File: src/rtl/gpio_pkg.sv
package gpio_pkg;

   // -------------------------------------------------------------------
   // widths
   // -------------------------------------------------------------------

   localparam int gpio_width     = 16;  // io pins on this block
   localparam int apb_addr_width = 6;   // paddr bits, byte offsets
   localparam int apb_data_width = 32;  // full apb data bus

   // -------------------------------------------------------------------
   // register map
   // -------------------------------------------------------------------

   // byte offsets seen on paddr
   // anything not listed reads zero, writes dropped
   typedef enum logic [apb_addr_width-1:0] {
      reg_dir        = 6'h00,  // direction, 1 means output
      reg_out        = 6'h04,  // output data to pins
      reg_in         = 6'h08,  // synced pin values, read only
      reg_int_en     = 6'h0C,  // per pin interrupt enable
      reg_int_type   = 6'h10,  // 1 edge, 0 level
      reg_int_pol    = 6'h14,  // 1 rising or high, 0 falling or low
      reg_int_status = 6'h18   // sticky status, write 1 to clear
   } gpio_reg_e;

   // -------------------------------------------------------------------
   // reset values
   // -------------------------------------------------------------------

   // every register comes up cleared
   // so all pins start as inputs with interrupts off
   localparam logic [gpio_width-1:0] gpio_rst_val = '0;

endpackage
File: src/rtl/gpio_lite.sv
module gpio_lite (
   input  logic                                 pclk,              // apb clock
   input  logic                                 reset,             // sync, active high
   // apb slave side
   input  logic                                 psel,
   input  logic                                 penable,
   input  logic                                 pwrite,
   input  logic [gpio_pkg::apb_addr_width-1:0]  paddr,
   input  logic [gpio_pkg::apb_data_width-1:0]  pwdata,
   output logic [gpio_pkg::apb_data_width-1:0]  prdata,
   // pin side
   input  logic [gpio_pkg::gpio_width-1:0]      gpio_pin_in,       // async pin inputs
   input  logic [gpio_pkg::gpio_width-1:0]      tri_state_enable,  // test, forces oe off
   output logic [gpio_pkg::gpio_width-1:0]      gpio_pin_out,
   output logic [gpio_pkg::gpio_width-1:0]      n_gpio_pin_oe,     // active low enable
   output logic                                 gpio_int           // any status bit set
);

   logic                            read;        // setup phase of a read
   logic                            write;       // access phase of a write
   logic [gpio_pkg::gpio_width-1:0] rdata;       // registered read data from core
   logic [gpio_pkg::gpio_width-1:0] int_status;  // per pin sticky status

   // -------------------------------------------------------------------
   // apb phase decode
   // -------------------------------------------------------------------

   // read sampled in setup so prdata is ready for access
   assign read  = psel & ~pwrite & ~penable;
   assign write = psel & pwrite & penable;   // no wait states

   // upper half of bus always zero
   assign prdata = {{(gpio_pkg::apb_data_width - gpio_pkg::gpio_width){1'b0}}, rdata};

   // single interrupt line to the system
   assign gpio_int = |int_status;

   // -------------------------------------------------------------------
   // core
   // -------------------------------------------------------------------

   gpio_lite_subunit i_gpio_lite_subunit (
      .pclk             (pclk),
      .reset            (reset),
      .read             (read),
      .write            (write),
      .addr             (paddr),
      .wdata            (pwdata[gpio_pkg::gpio_width-1:0]),  // low half only
      .pin_in           (gpio_pin_in),
      .tri_state_enable (tri_state_enable),
      .rdata            (rdata),
      .int_status       (int_status),
      .pin_out          (gpio_pin_out),
      .pin_oe_n         (n_gpio_pin_oe)
   );

endmodule

File: src/rtl/gpio_lite_subunit.sv
module gpio_lite_subunit (
   input  logic                                 pclk,
   input  logic                                 reset,
   input  logic                                 read,              // setup phase strobe
   input  logic                                 write,             // access phase strobe
   input  logic [gpio_pkg::apb_addr_width-1:0]  addr,
   input  logic [gpio_pkg::gpio_width-1:0]      wdata,
   input  logic [gpio_pkg::gpio_width-1:0]      pin_in,            // raw pins
   input  logic [gpio_pkg::gpio_width-1:0]      tri_state_enable,
   output logic [gpio_pkg::gpio_width-1:0]      rdata,
   output logic [gpio_pkg::gpio_width-1:0]      int_status,
   output logic [gpio_pkg::gpio_width-1:0]      pin_out,
   output logic [gpio_pkg::gpio_width-1:0]      pin_oe_n
);

   gpio_pkg::gpio_reg_e             reg_sel;       // decoded offset
   logic [gpio_pkg::gpio_width-1:0] dir_reg;       // 1 drives the pin
   logic [gpio_pkg::gpio_width-1:0] out_reg;
   logic [gpio_pkg::gpio_width-1:0] int_en_reg;
   logic [gpio_pkg::gpio_width-1:0] int_type_reg;
   logic [gpio_pkg::gpio_width-1:0] int_pol_reg;
   logic [gpio_pkg::gpio_width-1:0] pin_sync;      // pins after two flops
   logic [gpio_pkg::gpio_width-1:0] pin_prev;      // pin_sync one cycle back
   logic [gpio_pkg::gpio_width-1:0] status_clear;  // w1c mask this cycle
   logic [gpio_pkg::gpio_width-1:0] rd_mux;

   assign reg_sel = gpio_pkg::gpio_reg_e'(addr);

   // -------------------------------------------------------------------
   // register writes
   // -------------------------------------------------------------------

   always_ff @(posedge pclk)
   begin
      if (reset)
      begin
         dir_reg      <= gpio_pkg::gpio_rst_val;
         out_reg      <= gpio_pkg::gpio_rst_val;
         int_en_reg   <= gpio_pkg::gpio_rst_val;
         int_type_reg <= gpio_pkg::gpio_rst_val;
         int_pol_reg  <= gpio_pkg::gpio_rst_val;
      end
      else if (write)
      begin
         case (reg_sel)
            gpio_pkg::reg_dir      : dir_reg      <= wdata;
            gpio_pkg::reg_out      : out_reg      <= wdata;
            gpio_pkg::reg_int_en   : int_en_reg   <= wdata;
            gpio_pkg::reg_int_type : int_type_reg <= wdata;
            gpio_pkg::reg_int_pol  : int_pol_reg  <= wdata;
            default                : ;  // status handled in int ctrl, in is ro
         endcase
      end
   end

   // only a write to the status offset clears anything
   assign status_clear = (write && (reg_sel == gpio_pkg::reg_int_status)) ?
                         wdata : '0;

   // -------------------------------------------------------------------
   // read path
   // -------------------------------------------------------------------

   always_comb
   begin
      case (reg_sel)
         gpio_pkg::reg_dir        : rd_mux = dir_reg;
         gpio_pkg::reg_out        : rd_mux = out_reg;
         gpio_pkg::reg_in         : rd_mux = pin_sync;
         gpio_pkg::reg_int_en     : rd_mux = int_en_reg;
         gpio_pkg::reg_int_type   : rd_mux = int_type_reg;
         gpio_pkg::reg_int_pol    : rd_mux = int_pol_reg;
         gpio_pkg::reg_int_status : rd_mux = int_status;
         default                  : rd_mux = '0;  // unmapped reads zero
      endcase
   end

   // captured in setup, held through access
   always_ff @(posedge pclk)
   begin
      if (reset)
         rdata <= gpio_pkg::gpio_rst_val;
      else if (read)
         rdata <= rd_mux;
   end

   // -------------------------------------------------------------------
   // pin drive
   // -------------------------------------------------------------------

   // registered, one cycle behind the register write
   always_ff @(posedge pclk)
   begin
      if (reset)
      begin
         pin_out  <= gpio_pkg::gpio_rst_val;
         pin_oe_n <= ~gpio_pkg::gpio_rst_val;  // all inputs
      end
      else
      begin
         pin_out  <= out_reg;
         pin_oe_n <= ~dir_reg | tri_state_enable;  // test mode wins
      end
   end

   gpio_input_sync i_gpio_input_sync (
      .pclk     (pclk),
      .reset    (reset),
      .pin_in   (pin_in),
      .pin_sync (pin_sync),
      .pin_prev (pin_prev)
   );

   gpio_int_ctrl i_gpio_int_ctrl (
      .pclk         (pclk),
      .reset        (reset),
      .pin_sync     (pin_sync),
      .pin_prev     (pin_prev),
      .int_en       (int_en_reg),
      .int_type     (int_type_reg),
      .int_pol      (int_pol_reg),
      .status_clear (status_clear),
      .int_status   (int_status)
   );

endmodule

File: src/rtl/gpio_int_ctrl.sv
module gpio_int_ctrl (
   input  logic                            pclk,
   input  logic                            reset,
   input  logic [gpio_pkg::gpio_width-1:0] pin_sync,      // current synced level
   input  logic [gpio_pkg::gpio_width-1:0] pin_prev,      // level one cycle back
   input  logic [gpio_pkg::gpio_width-1:0] int_en,
   input  logic [gpio_pkg::gpio_width-1:0] int_type,      // 1 edge, 0 level
   input  logic [gpio_pkg::gpio_width-1:0] int_pol,       // 1 rise/high
   input  logic [gpio_pkg::gpio_width-1:0] status_clear,  // w1c mask
   output logic [gpio_pkg::gpio_width-1:0] int_status
);

   logic [gpio_pkg::gpio_width-1:0] rise;       // 0 -> 1 seen this cycle
   logic [gpio_pkg::gpio_width-1:0] fall;       // 1 -> 0 seen this cycle
   logic [gpio_pkg::gpio_width-1:0] edge_evt;
   logic [gpio_pkg::gpio_width-1:0] level_evt;
   logic [gpio_pkg::gpio_width-1:0] int_set;    // qualified events

   // -------------------------------------------------------------------
   // event detect
   // -------------------------------------------------------------------

   assign rise = pin_sync & ~pin_prev;
   assign fall = ~pin_sync & pin_prev;

   // polarity picks which edge counts
   assign edge_evt = (int_pol & rise) | (~int_pol & fall);

   // level mode, active while pin matches polarity
   assign level_evt = ~(pin_sync ^ int_pol);

   // type select then enable gate
   // disabled pins never set status
   assign int_set = int_en & ((int_type & edge_evt) | (~int_type & level_evt));

   // -------------------------------------------------------------------
   // sticky status
   // -------------------------------------------------------------------

   // clear first, then or in new events
   // so a set in the same cycle as its clear wins
   // level events keep re-setting while the pin stays matched
   always_ff @(posedge pclk)
   begin
      if (reset)
         int_status <= gpio_pkg::gpio_rst_val;
      else
         int_status <= (int_status & ~status_clear) | int_set;
   end

endmodule

File: src/rtl/gpio_input_sync.sv
module gpio_input_sync (
   input  logic                            pclk,
   input  logic                            reset,
   input  logic [gpio_pkg::gpio_width-1:0] pin_in,    // async from pads
   output logic [gpio_pkg::gpio_width-1:0] pin_sync,  // safe to use
   output logic [gpio_pkg::gpio_width-1:0] pin_prev   // for edge detect
);

   logic [gpio_pkg::gpio_width-1:0] pin_meta;  // first stage, may go metastable

   // -------------------------------------------------------------------
   // two flop synchronizer plus history stage
   // -------------------------------------------------------------------

   // pin change shows on pin_sync after two edges
   // pin_prev trails by one more so sync != prev marks an edge
   always_ff @(posedge pclk)
   begin
      if (reset)
      begin
         pin_meta <= gpio_pkg::gpio_rst_val;
         pin_sync <= gpio_pkg::gpio_rst_val;
         pin_prev <= gpio_pkg::gpio_rst_val;
      end
      else
      begin
         pin_meta <= pin_in;
         pin_sync <= pin_meta;  // settled
         pin_prev <= pin_sync;
      end
   end

endmodule

File: config.mk
export PLATFORM = sky130hd
export DESIGN_NAME = gpio_lite
export DESIGN_NICKNAME = d
export VERILOG_FILES = /design/src/rtl/gpio_pkg.sv /design/src/rtl/gpio_lite.sv /design/src/rtl/gpio_lite_subunit.sv /design/src/rtl/gpio_int_ctrl.sv /design/src/rtl/gpio_input_sync.sv
export SDC_FILE = /design/constraint.sdc
export NUM_CORES = 1
export LEC_CHECK = 0
export BUFFER_PORTS_ARGS = -buffer_cell sky130_fd_sc_hd__buf_2
export CAP_MARGIN = 20
export CELL_PAD_IN_SITES_DETAIL_PLACEMENT = 1
export CELL_PAD_IN_SITES_GLOBAL_PLACEMENT = 1
export CORE_AREA = 2 2 142 144
export DETAILED_ROUTE_END_ITERATION = 12
export DIE_AREA = 0 0 144 146
export PLACE_DENSITY_LB_ADDON = 0.15
export SLEW_MARGIN = 20
export SYNTH_ARGS = -nofsm -noshare
export SYNTH_HDL_FRONTEND = slang
export SYNTH_HIERARCHICAL = 1
export SYNTH_SLANG_ARGS = --single-unit
File: constraint.sdc
create_clock -name pclk -period 2.38 [get_ports pclk]
set_input_delay 0.119 -clock pclk [delete_from_list [all_inputs] [get_ports pclk]]
set_output_delay 0.119 -clock pclk [all_outputs]
set_load 0.03 [all_outputs]
Yosys cells after proc, flatten, opt, wreduce, memory -nomap -nowiden:

Cells that the tools add are included.

* output and inout port bits: 65
* input port bits: 75
* register bits after elaboration: 192
* logic and storage cells: 54

* equal/unequal tests: 6
* muxes and demuxes: 2
* bitwise operators: 26
* reduce and logical (&&, ||, !) cells: 8

Operators by type and width (number)
* $and 16x16->16: 8
* $not 16->16: 7
* $pmux 16 s7: 1
* $or 16x16->16: 4
* $eq 6x5->1 const B: 3
* $mux 16: 1
* $reduce_or 16->1: 1
* $xor 16x16->16: 1
* $eq 6x4->1 const B: 2
* $reduce_and 2->1: 5
* $eq 6x3->1 const B: 1
* $logic_not 6->1: 1
* $and 1x1->1: 4
* $not 1->1: 2
* $logic_and 1x1->1: 1

Logic depth before layout (Yosys ltp):

* depth after elaboration: 8
* mapped depth: 7

By module:

The synthesis kept the hierarchy.

Modules (own cells, without submodules)
* gpio_lite_subunit: seq. area each 2562.5 µm², area an instance 5439.0 µm², instances 1, cells each 657
* gpio_input_sync: seq. area each 960.9 µm², area an instance 1305.0 µm², instances 1, cells each 101
* gpio_int_ctrl: seq. area each 320.3 µm², area an instance 1134.8 µm², instances 1, cells each 131
* gpio_lite: seq. area each 0.0 µm², area an instance 168.9 µm², instances 1, cells each 24

Worst setup path after synthesis:

Ideal clock, no wire load.

* kind: in2reg
* start point: in pwrite
* end point: reg i_gpio_lite_subunit/rdata[11] (netlist bit)
* cell stages on the path: 6
* path slack: 0.373 ns
* buffers on the path: 1
* data arrival time: 1.921 ns
* library setup time: 0.086 ns
* cell sequence: nor3b_1 > or4b_2 > a31oi_4 > buf_4 > nor2_1 > a211oi_1

* cells in the longest elaborated chain, start to end: 3

Ends and longest elaborated chain
* start, declared: RTL line gpio_lite.sv:7 `input logic pwrite,`
* $not 1->1: RTL line gpio_lite.sv:29 `assign read = psel & ~pwrite & ~penable;`
* $and 1x1->1 (2 in a row): RTL line gpio_lite.sv:29
* end signal, assigned: RTL line gpio_lite_subunit.sv:82 `rdata <= gpio_pkg::gpio_rst_val;`
* end signal, assigned: RTL line gpio_lite_subunit.sv:84 `rdata <= rd_mux;`
* end, declared: RTL line gpio_lite_subunit.sv:10 `output logic [gpio_pkg::gpio_width-1:0] rdata,`

No other way between the ends.
A chain may end at the register's enable or synchronous reset.

Worst setup path after layout:

* start point: reg i_gpio_lite_subunit/i_gpio_int_ctrl/int_status[0] (netlist bit)
* end point: out gpio_int

* cells in the longest elaborated chain, start to end: 1

Ends and longest elaborated chain
* start, declared: RTL line gpio_int_ctrl.sv:10 `output logic [gpio_pkg::gpio_width-1:0] int_status`
* start signal, assigned: RTL line gpio_int_ctrl.sv:46 `int_status <= gpio_pkg::gpio_rst_val;`
* start signal, assigned: RTL line gpio_int_ctrl.sv:48 `int_status <= (int_status & ~status_clear) | int_set;`
* $reduce_or 16->1: RTL line gpio_lite.sv:36 `assign gpio_int = |int_status;`
* end, declared: RTL line gpio_lite.sv:16 `output logic gpio_int`

No other way between the ends.

==> metrics.cfg <==
[pwr]
finalPower_mw=6.59
ir_drop_v=0.000473
power_density_nw_per_um2=669
power_leakage_nw=3.70

[clock_network]
cts-htree-levels=4
cts.sinks=192
cts.clk_slew.worst_paths_ns=0.07
insertion_delay_ns=0.43
cts_buffers=17
cts_setup_buffers=0
cts-root-buf=clkbuf_16
cts_resized=0
cts_max_path_buffers=2
cts_tree=yes

[detailed_routing]
antenna_left=0
viasPerCell=5.10
drc=0
drtIter0Drc=384
wl_um=23900
vias=6768
drt-wirelength-per-cell_um=18.0
dr.pass1.iters=4

[die]
rows=51
core_um2=19300
start_util=0.416
die-area_um2=21000
die_w_um=144
die_h_um=146
io_pins=140

[synth]
yosysUniqueCellTypes=45
synth_top_area_frac=0.478
synthXorXnorAreaFrac=0
synth_area_leaders=dfxtp_1, nand2_1, nor2b_1, a21oi_1, nand2b_1
synth-simple-area-share=0.253
synthesis.area_um2=8050
yosys_warnings=6
synth_mux_area_frac=0.0493
synth_top_family_by_area=simple AND/OR/NAND/NOR gates
synth_fa_ha_area_frac=0
synth_cells=913
synth_ff_type=dfxtp_1
synth_edf_count=0
seq_area_frac_synth=0.478
synth_top_cells_by_count=dfxtp_1, nand2_1, a21oi_1
ys_seq_elements=192
avgSynthCellArea_um2=8.81
synth_compound_area_frac=0.161
async_flop_share=0
synth_top_area_cell=dfxtp_1

[setup_path]
rrSetupSlack_ns=1.21
crit_path_end_kind=output pin
start_kind=flop
crit_arrival_ns=1.92
crit_required_ns=2.26
r2r-start=i_gpio_lite_subunit/i_gpio_input_sync/pin_sync[6]$_SDFF_PP0_
cp_max_fo=3
r2r-end=i_gpio_lite_subunit/rdata[6]$_SDFFE_PP0P_
worstSetupPathType=flop to output pin
r2r_cells=3

[sta]
slew_violations=0
finClkSkew_ns=0.0100
tightest_slew_ns=0.731
final-hold-violation-count=0
setup_tns_ns=0
fmax_mhz=491
relSlewSlack=0.508
min_period_ns=2.03
rsz0062_at_grt=no
fin_crit_sh=0.855
finalSetupViolations=0

[global_route]
antenna_found_initial=0
grt.overflow.total=0
grt.total_usage=0.231
grt_pass1_vias=6641
grt_max_degree=64
grt_pass1_wl_um=37100

[run_status]
status=finished clean

[worst_hold_path]
hp-class=input pin to flop
min_from=pwdata[11]
worst_hold_path.num_cells=3
min_to=i_gpio_lite_subunit/int_en_reg[11]$_SDFFE_PP0P_

[cells_and_area]
fin_nets=1125
diodes=0
layout-drive-gt1-share=0.191
synthToLayoutAreaGrowth_pct=22.4
fillers=2291

[placement]
post-dp-hpwl_um=15800
port_buffers=107
gp_congestion=0.792

[flow_run]
cap_violations=0

worst max path at each step:
stage | from | end | slack [ns] | cells after the start
detailed placement | paddr[1] | i_gpio_lite_subunit/out_reg[11]$_SDFFE_PP0P_ | 0.45 | 5
global route | i_gpio_lite_subunit/i_gpio_int_ctrl/int_status[1]$_SDFF_PP0_ | gpio_int | 0.33 | 3
global placement | paddr[1] | i_gpio_lite_subunit/out_reg[11]$_SDFFE_PP0P_ | 0.48 | 5
floorplan | pwrite | i_gpio_lite_subunit/rdata[11]$_SDFFE_PP0P_ | 0.37 | 6
finish | i_gpio_lite_subunit/i_gpio_int_ctrl/int_status[0]$_SDFF_PP0_ | gpio_int | 0.35 | 3
CTS | i_gpio_lite_subunit/i_gpio_int_ctrl/int_status[0]$_SDFF_PP0_ | gpio_int | 0.29 | 3
stage by stage:
stage / hold WS, ns / cell area (µm²) / instances / utilization / setup WS, ns
6_report: 0.00222 / 9850 / 1328 / 0.510 / 0.345
2_1_floorplan: 0.218 / 8100 / 928 / - / 0.373
3_5_place_dp: 0.308 / 8850 / 1255 / 0.458 / 0.449
5_1_grt: 0.0127 / 9850 / 1328 / 0.510 / 0.331
4_1_cts: 0.000375 / 9850 / 1328 / 0.510 / 0.287
3_3_place_gp: 0.306 / 8850 / 1255 / 0.458 / 0.476
cells by family (layout without fill, tap and decap cells):
| family | count (synthesis) | in the layout |
|---|---|---|
| flip-flops | 192 | 192 |
| buffers and inverters | 88 | 223 |
| other | 1 | 16 |
| multiplexers | 32 | 32 |
| AO/OA/AOI/OAI | 188 | 188 |
| AND/OR/NAND/NOR | 412 | 412 |
routing by layer:
metal  GRT usage  vias up  wire length [µm]
li1            -     3328                 -
met5           0        -                 0
met4      0.0554        0               204
met2       0.368      154             11200
met3      0.0303       14              1120
met1       0.331     3272             11400
layout make-up:
class                   instances  area (µm²)  share of cell area
clock buffers                  19         443              0.0450
clock inverters                13         153              0.0155
inverters                      16        60.1             0.00610
multi-input cells             648        3800               0.386
flip-flops and latches        192        3840               0.390
well taps                     265         332              0.0337
repair buffers                175        1220               0.124
power breakdown:
| part | leakage, nW | total [mW] | internal [mW] | switching [mW] |
|---|---|---|---|---|
| registers | 1.55 | 3.27 | 3.25 | 0.0217 |
| logic | 1.86 | 0.416 | 0.170 | 0.246 |
| clock network | 0.287 | 2.90 | 1.60 | 1.30 |
placed cells by master (no fill, tap or decap), drive strengths merged, types with 15 or more instances in the layout:
master	n
a211oi	15
a21boi	16
a21oi	85
a22oi	16
and2	16
buf	134
clkbuf	19
conb	16
dfxtp	192
dlygate4sd3	41
inv	21
mux2i	16
nand2	192
nand2b	33
nand3b	16
nor2	50
nor2b	81
o21ai	15
o32ai	16
critical path: stages, from the launching register on:
cell,delay [ns]
dfxtp_1,0.34
nor4_1,0.65
nand4_1,0.25
buf_2,0.24
repair_timing:
action	4_1_cts	5_1_grt
hold buffers	41	0
setup endpoints to repair	0	0
endpoints found under the hold margin	69	0
(Power assumes the default switching activity.)
